===== config.mk =====
export PLATFORM = sky130hd
export DESIGN_NAME = rxPortTop
export DESIGN_NICKNAME = d
export VERILOG_FILES = /design/src/hw/ethFramePkg.sv /design/src/hw/switchCfgPkg.sv /design/src/hw/rxForwardResult.sv /design/src/hw/rxFrameCheck.sv /design/src/hw/rxFrameDecode.sv /design/src/hw/rxPortTop.sv
export SDC_FILE = /design/constraint.sdc
export NUM_CORES = 1
export LEC_CHECK = 0
export BUFFER_PORTS_ARGS = -buffer_cell sky130_fd_sc_hd__buf_2
export CAP_MARGIN = 10
export CORE_MARGIN = 2
export CORE_UTILIZATION = 28
export CTS_BUF_LIST = sky130_fd_sc_hd__clkbuf_4
export DETAILED_ROUTE_END_ITERATION = 10
export PLACE_DENSITY = 0.42
export SKIP_CTS_REPAIR_TIMING = 1
export SLEW_MARGIN = 10
export SYNTH_ARGS = -nofsm -noshare
export SYNTH_HDL_FRONTEND = slang
export SYNTH_HIERARCHICAL = 1
export SYNTH_SLANG_ARGS = --single-unit

===== constraint.sdc =====
create_clock -name RxClk -period 4.83 [get_ports RxClk]
set_clock_uncertainty 0.2 [all_clocks]
set_input_delay 0.7245 -clock RxClk [delete_from_list [all_inputs] [get_ports RxClk]]
set_output_delay 0.7245 -clock RxClk [all_outputs]
set_load 0.02 [all_outputs]

===== src/hw/ethFramePkg.sv =====
/*
 * Ethernet frame definitions for the switch receive path
 *   FPGA MAC address union (raw word or company id, kind, board fields)
 *   FPGA company id and interface kind constants, broadcast address
 *   Delimiter byte, header byte offsets, EtherType and IPv4 header size
 *   CRC-32 residue and the saturating byte count type
 */
`default_nettype none

package ethFramePkg;

  // FPGA MAC address, read as a whole or split into its fields
  typedef union packed {
    logic [47:0] raw;
    struct packed {
      logic [23:0] cid;    // Company id
      logic [15:0] kind;   // RT or PS interface
      logic [3:0]  pad;
      logic [3:0]  board;  // Board id
    } fpga;
  } macAddrU;

  localparam logic [23:0] LcsrCid          = 24'hfa610e;
  localparam logic [23:0] LcsrCidMulticast = LcsrCid | 24'h010000;  // Group bit set
  localparam logic [15:0] FpgaRtKind       = 16'h1394;
  localparam logic [15:0] FpgaPsKind       = 16'h0300;
  localparam logic [47:0] BroadcastMac     = '1;

  localparam logic [7:0] SfdByte = 8'hd5;  // Ends the preamble

  // Byte offsets inside the 14-byte header
  localparam int HdrDestOff = 0;
  localparam int HdrSrcOff  = 6;
  localparam int HdrTypeOff = 12;
  localparam int HdrLen     = 14;

  localparam logic [15:0] EtherTypeIpv4 = 16'h0800;
  localparam int          Ipv4HdrLen    = 20;  // Bytes, no options

  // Register value after a good frame including its FCS
  // Shift register kept MSB first, bytes fed LSB first
  localparam logic [31:0] CrcResidue = 32'hc704dd7b;

  // Byte index, holds at 31
  typedef logic [4:0] dataCntT;

endpackage

`default_nettype wire


===== src/hw/switchCfgPkg.sv =====
/*
 * Switch configuration definitions
 *   Port count and port indices of the four-port switch
 *   Forward mask, board id and per-board mask types
 */
`default_nettype none

package switchCfgPkg;

  localparam int NumPorts = 4;

  // Port order, shared by all in-ports and out-ports
  localparam int PortEth1 = 0;
  localparam int PortEth2 = 1;
  localparam int PortPs   = 2;
  localparam int PortRt   = 3;

  // One bit per out-port
  typedef logic [NumPorts-1:0] fwdMaskT;

  // Board id from the rotary switch, low nibble of an FPGA MAC
  typedef logic [3:0] boardIdT;

  // One bit per board id
  typedef logic [15:0] boardMaskT;

endpackage

`default_nettype wire


===== src/hw/rxForwardResult.sv =====
/*
 * Forwarding decision and frame result
 *   Learned table of FPGA boards behind an Ethernet in-port
 *   Broadcast, multicast, primary and FPGA address classes
 *   Per out-port forward mask, registered with the error flags
 */
`timescale 1ns/1ps
`default_nettype none

module rxForwardResult #(
  parameter int RxInIndex = switchCfgPkg::PortEth1
) (
  input  logic                  RxClk,
  input  logic                  reset,
  input  logic                  headerDone,
  input  ethFramePkg::macAddrU  destMac,
  input  ethFramePkg::macAddrU  srcMac,
  input  logic                  frameEnd,
  input  logic                  crcError,
  input  logic                  ipv4Error,
  input  switchCfgPkg::boardIdT boardId,
  input  switchCfgPkg::fwdMaskT portActive,
  output logic                  frameDone,
  output switchCfgPkg::fwdMaskT fwdMask,
  output logic                  crcErrorOut,
  output logic                  ipv4ErrorOut
);
  import ethFramePkg::*;
  import switchCfgPkg::*;

  localparam bit IsEthIn = (RxInIndex == PortEth1) || (RxInIndex == PortEth2);

  boardMaskT   learned;                // Boards seen as source on this port
  logic [47:0] primaryAddr [NumPorts];
  fwdMaskT     primaryMatch;
  fwdMaskT     fwdNext;
  logic        isBroadcast;
  logic        isMulticast;
  logic        fpgaMatch;
  logic        noMatch;

  // Only Ethernet in-ports learn, link down forgets everything
  always_ff @(posedge RxClk) begin
    if (reset || !IsEthIn || !portActive[RxInIndex])
      learned <= '0;
    else if (headerDone && srcMac.fpga.cid == LcsrCid)
      learned[srcMac.fpga.board] <= 1'b1;  // RT or PS kind alike
  end

  assign isBroadcast = destMac.raw == BroadcastMac;
  assign isMulticast = destMac.fpga.cid == LcsrCidMulticast && destMac.raw[7:0] == 8'hff;

  // Board not behind this port and not this board, so try the other side
  assign fpgaMatch = destMac.fpga.cid == LcsrCid && !learned[destMac.fpga.board] &&
                     destMac.fpga.board != boardId;

  always_comb begin
    for (int p = 0; p < NumPorts; p++) begin
      if (p == PortPs)
        primaryAddr[p] = {LcsrCid, FpgaPsKind, 4'd0, boardId};
      else if (p == PortRt)
        primaryAddr[p] = {LcsrCid, FpgaRtKind, 4'd0, boardId};
      else
        primaryAddr[p] = BroadcastMac;  // No host known on the other Ethernet port
      primaryMatch[p] = (p != RxInIndex) && (destMac.raw == primaryAddr[p]);
    end
  end

  assign noMatch = !(|primaryMatch) && !fpgaMatch;  // Unknown goes out on Ethernet

  always_comb begin
    for (int p = 0; p < NumPorts; p++) begin
      if (p == RxInIndex)
        fwdNext[p] = 1'b0;  // Never back out the in-port
      else if (p == PortPs || p == PortRt)
        fwdNext[p] = portActive[p] && (isBroadcast || isMulticast || primaryMatch[p]);
      else
        fwdNext[p] = portActive[p] &&
                     (isBroadcast || isMulticast || primaryMatch[p] || fpgaMatch || noMatch);
    end
  end

  always_ff @(posedge RxClk) begin
    if (reset)
      frameDone <= 1'b0;
    else
      frameDone <= frameEnd;
  end

  // Result fields, qualified by frameDone
  always_ff @(posedge RxClk) begin
    if (frameEnd) begin
      fwdMask      <= fwdNext;
      crcErrorOut  <= crcError;
      ipv4ErrorOut <= ipv4Error;
    end
  end

  // Frame ends are at least two cycles apart
  frameDoneSingle: assert property (@(posedge RxClk) disable iff (reset)
    frameDone |=> !frameDone);

endmodule

`default_nettype wire


===== src/hw/rxFrameCheck.sv =====
/*
 * Receive frame checks
 *   Bytewise CRC-32 over header, payload and FCS, residue compare
 *   IPv4 header checksum over the first 20 payload bytes
 *   Error flags, final in the cycle of the frame end pulse
 */
`timescale 1ns/1ps
`default_nettype none

module rxFrameCheck (
  input  logic                 RxClk,
  input  logic                 reset,
  input  logic                 frameStart,
  input  logic                 byteValid,
  input  logic [7:0]           byteData,
  input  logic                 inPayload,
  input  ethFramePkg::dataCntT dataCnt,
  input  logic [15:0]          etherType,
  output logic                 crcError,
  output logic                 ipv4Error
);
  import ethFramePkg::*;

  localparam logic [31:0] CrcPoly = 32'h04c11db7;  // IEEE 802.3

  logic [31:0] crcReg;
  logic [31:0] crcNext;
  logic [7:0]  crcByte;   // Byte in wire bit order
  logic [16:0] ipSum;     // 16-bit sum plus pending carry
  logic        ipByte;    // Byte inside the IPv4 header
  logic        ipCheckAt; // First byte after the IPv4 header

  // Shift in one byte, MSB of the data word first
  function automatic logic [31:0] crcFold(input logic [31:0] crcIn, input logic [7:0] data);
    logic [31:0] crc;
    logic        fb;
    crc = crcIn;
    for (int i = 7; i >= 0; i--) begin
      fb  = crc[31] ^ data[i];
      crc = {crc[30:0], 1'b0};
      if (fb)
        crc = crc ^ CrcPoly;
    end
    return crc;
  endfunction

  // Ethernet sends LSB first
  always_comb begin
    for (int i = 0; i < 8; i++)
      crcByte[i] = byteData[7-i];
  end

  assign crcNext = crcFold(crcReg, crcByte);

  always_ff @(posedge RxClk) begin
    if (reset || frameStart)
      crcReg <= '1;  // Seed
    else if (byteValid)
      crcReg <= crcNext;
  end

  assign crcError = crcReg != CrcResidue;

  assign ipByte    = byteValid && inPayload && dataCnt < dataCntT'(Ipv4HdrLen);
  assign ipCheckAt = byteValid && inPayload && dataCnt == dataCntT'(Ipv4HdrLen);

  // Even bytes are the high half of a word, carry folds back in with them
  always_ff @(posedge RxClk) begin
    if (ipByte) begin
      if (dataCnt == '0)
        ipSum <= {1'b0, byteData, 8'd0};
      else if (!dataCnt[0])
        ipSum <= {1'b0, ipSum[15:0]} + {1'b0, byteData, 7'd0, ipSum[16]};
      else
        ipSum <= ipSum + {9'd0, byteData};
    end
  end

  always_ff @(posedge RxClk) begin
    if (reset || frameStart)
      ipv4Error <= 1'b0;
    else if (ipCheckAt)
      // All ones, or all ones with the last carry still pending
      ipv4Error <= (etherType == EtherTypeIpv4) &&
                   !(ipSum == 17'h0ffff || ipSum == 17'h1fffe);
  end

endmodule

`default_nettype wire


===== src/hw/rxFrameDecode.sv =====
/*
 * Receive frame decoder
 *   Idle, header and payload FSM started by the delimiter byte
 *   Header capture with destination, source and EtherType fields
 *   Registered byte stream, payload byte count and frame pulses
 */
`timescale 1ns/1ps
`default_nettype none

module rxFrameDecode (
  input  logic                 RxClk,
  input  logic                 reset,
  input  logic                 rxValid,
  input  logic [7:0]           rxData,
  output logic                 frameStart,  // Delimiter seen
  output logic                 byteValid,   // Header or payload byte on byteData
  output logic [7:0]           byteData,
  output logic                 inPayload,
  output ethFramePkg::dataCntT dataCnt,     // Payload byte index
  output logic [15:0]          etherType,
  output logic                 headerDone,  // With last header byte
  output ethFramePkg::macAddrU destMac,
  output ethFramePkg::macAddrU srcMac,
  output logic                 frameEnd
);
  import ethFramePkg::*;

  localparam logic [1:0] StIdle    = 2'd0;
  localparam logic [1:0] StHeader  = 2'd1;
  localparam logic [1:0] StPayload = 2'd2;

  logic [1:0] rxState;
  dataCntT    byteCnt;       // Header index and then payload index
  logic [7:0] hdr [HdrLen];  // Captured header bytes

  always_ff @(posedge RxClk) begin
    if (reset) begin
      rxState    <= StIdle;
      byteCnt    <= '0;
      dataCnt    <= '0;
      frameStart <= 1'b0;
      byteValid  <= 1'b0;
      inPayload  <= 1'b0;
      headerDone <= 1'b0;
      frameEnd   <= 1'b0;
    end else begin
      frameStart <= 1'b0;  // All pulses one cycle
      headerDone <= 1'b0;
      frameEnd   <= 1'b0;
      byteValid  <= 1'b0;
      inPayload  <= 1'b0;
      case (rxState)
        StIdle: begin
          // Preamble bytes are not checked
          if (rxValid && rxData == SfdByte) begin
            rxState    <= StHeader;
            byteCnt    <= '0;
            frameStart <= 1'b1;
          end
        end
        StHeader: begin
          if (rxValid) begin
            byteValid <= 1'b1;
            if (byteCnt == dataCntT'(HdrLen - 1)) begin
              headerDone <= 1'b1;
              byteCnt    <= '0;
              rxState    <= StPayload;
            end else begin
              byteCnt <= byteCnt + 1'b1;
            end
          end else begin
            rxState <= StIdle;  // Runt is dropped without a result
          end
        end
        StPayload: begin
          if (rxValid) begin
            byteValid <= 1'b1;
            inPayload <= 1'b1;
            dataCnt   <= byteCnt;
            if (byteCnt != '1)
              byteCnt <= byteCnt + 1'b1;  // Holds at 31
          end else begin
            frameEnd <= 1'b1;
            rxState  <= StIdle;
          end
        end
        default: rxState <= StIdle;
      endcase
    end
  end

  // Byte pipe and header store
  always_ff @(posedge RxClk) begin
    byteData <= rxData;
    if (rxState == StHeader && rxValid)
      hdr[byteCnt[3:0]] <= rxData;
  end

  assign etherType = {hdr[HdrTypeOff], hdr[HdrTypeOff+1]};  // Big endian on the wire

  // First byte on the wire is the MSB of the address
  always_comb begin
    for (int i = 0; i < 6; i++) begin
      destMac.raw[47-8*i -: 8] = hdr[HdrDestOff+i];
      srcMac.raw[47-8*i -: 8]  = hdr[HdrSrcOff+i];
    end
  end

  // Header end comes exactly HdrLen unbroken bytes after the delimiter
  headerDoneInHeader: assert property (@(posedge RxClk) disable iff (reset)
    headerDone |-> $past(frameStart, HdrLen));

endmodule

`default_nettype wire


===== src/hw/rxPortTop.sv =====
/*
 * Receive path of one switch in-port
 *   Frame decoder, CRC and IPv4 checks, forwarding result
 */
`timescale 1ns/1ps
`default_nettype none

module rxPortTop #(
  parameter int RxInIndex = switchCfgPkg::PortEth1
) (
  input  logic                  RxClk,
  input  logic                  reset,
  input  logic                  rxValid,
  input  logic [7:0]            rxData,
  input  switchCfgPkg::boardIdT boardId,
  input  switchCfgPkg::fwdMaskT portActive,
  output logic                  frameDone,
  output switchCfgPkg::fwdMaskT fwdMask,
  output logic                  crcError,
  output logic                  ipv4Error
);
  import ethFramePkg::*;

  logic        frameStart;
  logic        byteValid;
  logic [7:0]  byteData;
  logic        inPayload;
  dataCntT     dataCnt;
  logic [15:0] etherType;
  logic        headerDone;
  macAddrU     destMac;
  macAddrU     srcMac;
  logic        frameEnd;
  logic        chkCrcError;   // Running flags from the checker
  logic        chkIpv4Error;

  rxFrameDecode i_rxFrameDecode (
    .RxClk(RxClk), .reset(reset), .rxValid(rxValid), .rxData(rxData),
    .frameStart(frameStart), .byteValid(byteValid), .byteData(byteData),
    .inPayload(inPayload), .dataCnt(dataCnt), .etherType(etherType),
    .headerDone(headerDone), .destMac(destMac), .srcMac(srcMac), .frameEnd(frameEnd)
  );

  rxFrameCheck i_rxFrameCheck (
    .RxClk(RxClk), .reset(reset), .frameStart(frameStart), .byteValid(byteValid),
    .byteData(byteData), .inPayload(inPayload), .dataCnt(dataCnt),
    .etherType(etherType), .crcError(chkCrcError), .ipv4Error(chkIpv4Error)
  );

  rxForwardResult #(.RxInIndex(RxInIndex)) i_rxForwardResult (
    .RxClk(RxClk), .reset(reset), .headerDone(headerDone), .destMac(destMac),
    .srcMac(srcMac), .frameEnd(frameEnd), .crcError(chkCrcError),
    .ipv4Error(chkIpv4Error), .boardId(boardId), .portActive(portActive),
    .frameDone(frameDone), .fwdMask(fwdMask), .crcErrorOut(crcError),
    .ipv4ErrorOut(ipv4Error)
  );

endmodule

`default_nettype wire


After elaboration in Yosys (flattened, before gate mapping)
Memories as Yosys holds them, arrays and structs flattened.
Cells that the tools add are included.
Word-level totals
  flip-flop bits (word level): 97
  memory bits (writable): 112
  input port bits: 19
  output and inout port bits: 7
  logic and storage cells: 144
  memories: 1
Cells by class
  add/sub/neg operators: 3
  $lt $le $gt $ge: 4
  eq/ne operators: 24
  muxes and demuxes: 31
  bitwise gates (word level): 22
  reduce and logical (&&, ||, !) cells: 41
Memories
  i_rxFrameDecode.hdr: depth 14, bits a word 8, read ports 12, clocked after memory_dff 0, wr ports 1, RTL line rxFrameDecode.sv:34  | logic [7:0] hdr [HdrLen];
Operator list (count)
  $mux 27: 8
  $not 14->14: 8
  $eq 48x48->1: 2
  $eq 24x24->1 const B: 3
  $eq 48x48->1 const B: 1
  $ne 32x32->1 const B: 1
  $mux 5: 5
  $add 16x16->17: 1
  $add 17x8->17: 1
  $eq 17x16->1 const B: 1
  $eq 17x17->1 const B: 1
  $mux 17: 1
  $eq 16x12->1 const B: 1
  $eq 8x8->1 const B: 2
  $mux 16: 1
  $or 16x16->16: 1
  $logic_and 1x1->1: 15
  $pmux 5 s3: 1
  $lt 4x5->1 const B: 2
  $logic_or 1x1->1: 9
  $mux 1: 8
  $mux 2: 4
  $reduce_or 2->1: 4
  $xor 1x1->1: 8
  other kinds (24): 36

Longest topological paths before layout
  depth in word-level cells: 16
  gate-level depth with buffers: 8
  gate-level depth less buffers: 8

Cells and area by module
The synthesis kept the hierarchy.
By module, submodules not included
  rxFrameDecode: times used 1, cells an instance 239, area an instance 4594.4 um2, sequential area each 3863.7 um2
  rxFrameCheck: times used 1, cells an instance 409, area an instance 3921.3 um2, sequential area each 1171.1 um2
  rxForwardResult: times used 1, cells an instance 51, area an instance 452.9 um2, sequential area each 170.2 um2

Worst setup path after synthesis
No wires, ideal clock.
  path kind: register to register
  from: register i_rxFrameCheck.ipSum[0]
  to: register i_rxFrameCheck.ipSum[12], data pin
  setup time: 261 ps
  arrival: 2101 ps
  data required time: 4369 ps
  slack: 2268 ps
  cell stages (with the launch flop): 9
  buffers on the path: 0
  clock period less this slack: 2562 ps
  path through: edfxtp_1 -> ha_1 -> fa_1 -> a211oi_1 -> o211ai_1 -> nand4_1 -> xnor2_1 -> and2_1 -> a221o_1
On the way
  cells in the longest elaborated chain, start to end: 3
  elaborated cells between the ends (all ways): 4
  classes of those cells: 2 x add/sub; 2 x mux
RTL lines
  start: declaration: RTL line rxFrameCheck.sv:29  | logic [16:0] ipSum;
  start signal: assignment: RTL line rxFrameCheck.sv:71  | ipSum <= {1'b0, byteData, 8'd0};
  start signal: assignment: RTL line rxFrameCheck.sv:73  | ipSum <= {1'b0, ipSum[15:0]} + {1'b0, byteData, 7'd0, ipSum[16]};
  start signal: assignment: RTL line rxFrameCheck.sv:75  | ipSum <= ipSum + {9'd0, byteData};
  $add 17x8->17 / $add 16x16->17 (equally long branches): RTL line rxFrameCheck.sv:75, rxFrameCheck.sv:73
  $mux 17 (*): RTL line rxFrameCheck.sv:72  | else if (!dataCnt[0])
  $mux 16 (*): RTL line rxFrameCheck.sv:70  | if (dataCnt == '0)
Mark *: on every way between the ends. The rest lies on a longest branch, timed or not.
A chain may end at the register's enable or synchronous reset.

Worst setup path after layout
  from: register i_rxFrameDecode.byteData[0]
  to: register i_rxFrameCheck.ipSum[12], data pin
On the way
  cells in the longest elaborated chain, start to end: 3
  elaborated cells between the ends (all ways): 4
  classes of those cells: 2 x add/sub; 2 x mux
RTL lines
  start: declaration: RTL line rxFrameDecode.sv:17  | output logic [7:0] byteData,
  start signal: assignment: RTL line rxFrameDecode.sv:94  | byteData <= rxData;
  $add 17x8->17 / $add 16x16->17 (equally long branches): RTL line rxFrameCheck.sv:75, rxFrameCheck.sv:73
  $mux 17 (*): RTL line rxFrameCheck.sv:72
  $mux 16 (*): RTL line rxFrameCheck.sv:70
Marks and branches as above.

==> flow_summary.toml <==
[outcome]
status = "finished with violations"
violations = "design-rule violations"

[floorplan]
rows = 59
io_pins = 26
die-area_um2 = 27900
die_height_um = 167
core_area_um2 = 26100
die_w_um = 167
initial_core_util_pct = 28.5

[cts]
clockRootBuffer = "clkbuf_4"
clock_latency_ns = 0.56
clkTransAtPathRegs_ns = 0.16
ctsHtreeMaxLevel = 4
cts_buffers = 17
tritoncts = "built"
cts_buffer_depth = 2
cts.sinks = 144

[worst_setup_path]
r2r_cells = 8
reg2reg_to = "i_rxFrameCheck/ipSum[12]$_DFFE_PP_"
worstPathMaxFanout = 4
path_class = "register to register"
arrival_ns = 2.91
worstSetupStartpointType = "register"
endpoint_kind = "register"
r2r-start = "i_rxFrameDecode/byteData[0]$_DFF_P_"
crit_end = "i_rxFrameCheck/ipSum[12]$_DFFE_PP_"
critPathLaunch = "i_rxFrameDecode/byteData[0]$_DFF_P_"
r2r_slack_ns = 2.04
crit_required_ns = 4.94

[sta]
timing.fmax_mhz = 358
final_hold_viol_count = 0
fin_crit_sh_pct = 57.9
finalSetupViolations = 0
rsz0062_at_grt = "false"
tns_ns = 0
hold-worst-slack_ns = 0.240
period_needed_ns = 2.80
slew_violations = 0
worstMarginPinSlew_ns = 1.01
relSlewSlack_pct = 32.9

[layout]
fin_cells = 1015
num-nets-final = 713
area_growth_pct = 9.20
drive_gt1_share_pct = 13.8

[synth]
syn-num-nets = 689
postSynthAreaPerCell_um2 = 11.6
ys.warnings.count = 6
syn_area_um2 = 7460
synth_cells = 642

[drt]
drtIter0Drc = 276
drc = 1
dr.pass1.iters = 7
vias_per_cell = 4.78
wl_per_cell_um = 17.0
ant_nets = 0
totalWireLength_um = 17300
vias = 4849

[worst_hold_path]
min_path_type = "input port to register"

[placed_design]
gp_congestion = 0.802
port_buffers = 23
hpwl_um = 12300
numPlacedInstances = 982

[power]
pwr_density_cell_nw_per_um2 = 276
power_leakage_nw = 2.73
irDropWorstVdd_mv = 0.0975

[global_route]
antenna_found_initial = 1
grtUsageTotal_pct = 12.9
overflow = 0
grt_pass1_vias = 4979
grt_pass1_wl_um = 27900
grt_max_degree = 53

[job]
maxCapViolCount = 0
## report_power, final
group | total [mW] | leakage [nW] | internal (mW) | switching [mW]
clock | 0.728 | 0.142 | 0.228 | 0.500
combinational | 0.210 | 1.33 | 0.0949 | 0.115
sequential | 1.31 | 1.26 | 1.30 | 0.0115
## routing by layer
metal | GRT usage (%) | share of wire [%]
met1 | 17.6 | 49
met2 | 20.9 | 47
met3 | 2.72 | 2.8
met4 | 3.52 | 1.0
met5 | 0 | 0
## sequential cells by signal, indices dropped and copies added (netlist names)
| register | flops |
|---|---|
| i_rxFrameDecode/dataCnt | 5 |
| i_rxFrameDecode/frameEnd | 1 |
| i_rxFrameDecode/byteData | 8 |
| i_rxFrameCheck/ipv4Error | 1 |
| i_rxFrameDecode/byteCnt | 5 |
| i_rxFrameDecode/frameStart | 1 |
| i_rxFrameDecode/byteValid | 1 |
| i_rxForwardResult/frameDone | 1 |
| i_rxFrameCheck/crcReg | 32 |
| i_rxFrameDecode/hdr | 64 |
| i_rxForwardResult/fwdMask | 3 |
| i_rxFrameDecode/rxState | 2 |
| i_rxForwardResult/ipv4ErrorOut | 1 |
| i_rxForwardResult/crcErrorOut | 1 |
| i_rxFrameCheck/ipSum | 17 |
| i_rxFrameDecode/inPayload | 1 |
## metrics by stage
step,setup WS [ns],util (%),power [mW],instance area [um2]
floorplan,2.27,-,1.49,7460
global placement,1.99,30.2,1.55,7880
detailed placement,2.02,30.2,1.55,7880
CTS,2.03,31.1,2.30,8140
global route,1.86,31.2,2.35,8140
finish,2.04,31.2,2.25,8140
## worst min-delay path by stage
stage | cells after the start | end | startpoint | slack [ns]
global route | 2 | i_rxForwardResult/fwdMask[2]$_DFFE_PP_ | portActive[2] | 0.19
global placement | 0 | i_rxForwardResult/ipv4ErrorOut$_DFFE_PP_ | i_rxFrameCheck/ipv4Error$_SDFFE_PP0P_ | 0.21
detailed placement | 0 | i_rxForwardResult/ipv4ErrorOut$_DFFE_PP_ | i_rxFrameCheck/ipv4Error$_SDFFE_PP0P_ | 0.23
CTS | 2 | i_rxForwardResult/fwdMask[2]$_DFFE_PP_ | portActive[2] | 0.19
finish | 2 | i_rxForwardResult/fwdMask[2]$_DFFE_PP_ | portActive[2] | 0.24
floorplan | 0 | i_rxForwardResult/ipv4ErrorOut$_DFFE_PP_ | i_rxFrameCheck/ipv4Error$_SDFFE_PP0P_ | 0.20
## worst max-delay path: stages, from the launching register on
cell and delay [ns]:
dfxtp_1 0.43, ha_1 0.28, fa_1 0.43, a211oi_1 0.39, o211ai_1 0.23, nand4_1 0.16, xnor2_1 0.06, and2_1 0.15
a221o_1 0.25
## cell type report
type / count / area (um2)
clock buffers: 18 / 135
diodes: 1 / 2.50
fillers: 2714 / 18000
inverters: 9 / 33.8
clock inverters: 14 / 121
flip-flops and latches: 144 / 3740
multi-input cells: 468 / 3550
repair buffers: 26 / 138
well taps: 335 / 419
## placed cells by master, fill, tap and decap left out, types with 18 or more instances in the layout
master and count:
a21oi_1 24, nand4_1 21, dfxtp_1 57, buf_2 23
clkbuf_4 18, nor2_1 27, ha_1 27, xnor2_1 46
edfxtp_1 86, o21ai_0 26, nand3_1 24, nand2_1 67
xor2_1 29
(Power assumes the default switching activity.)
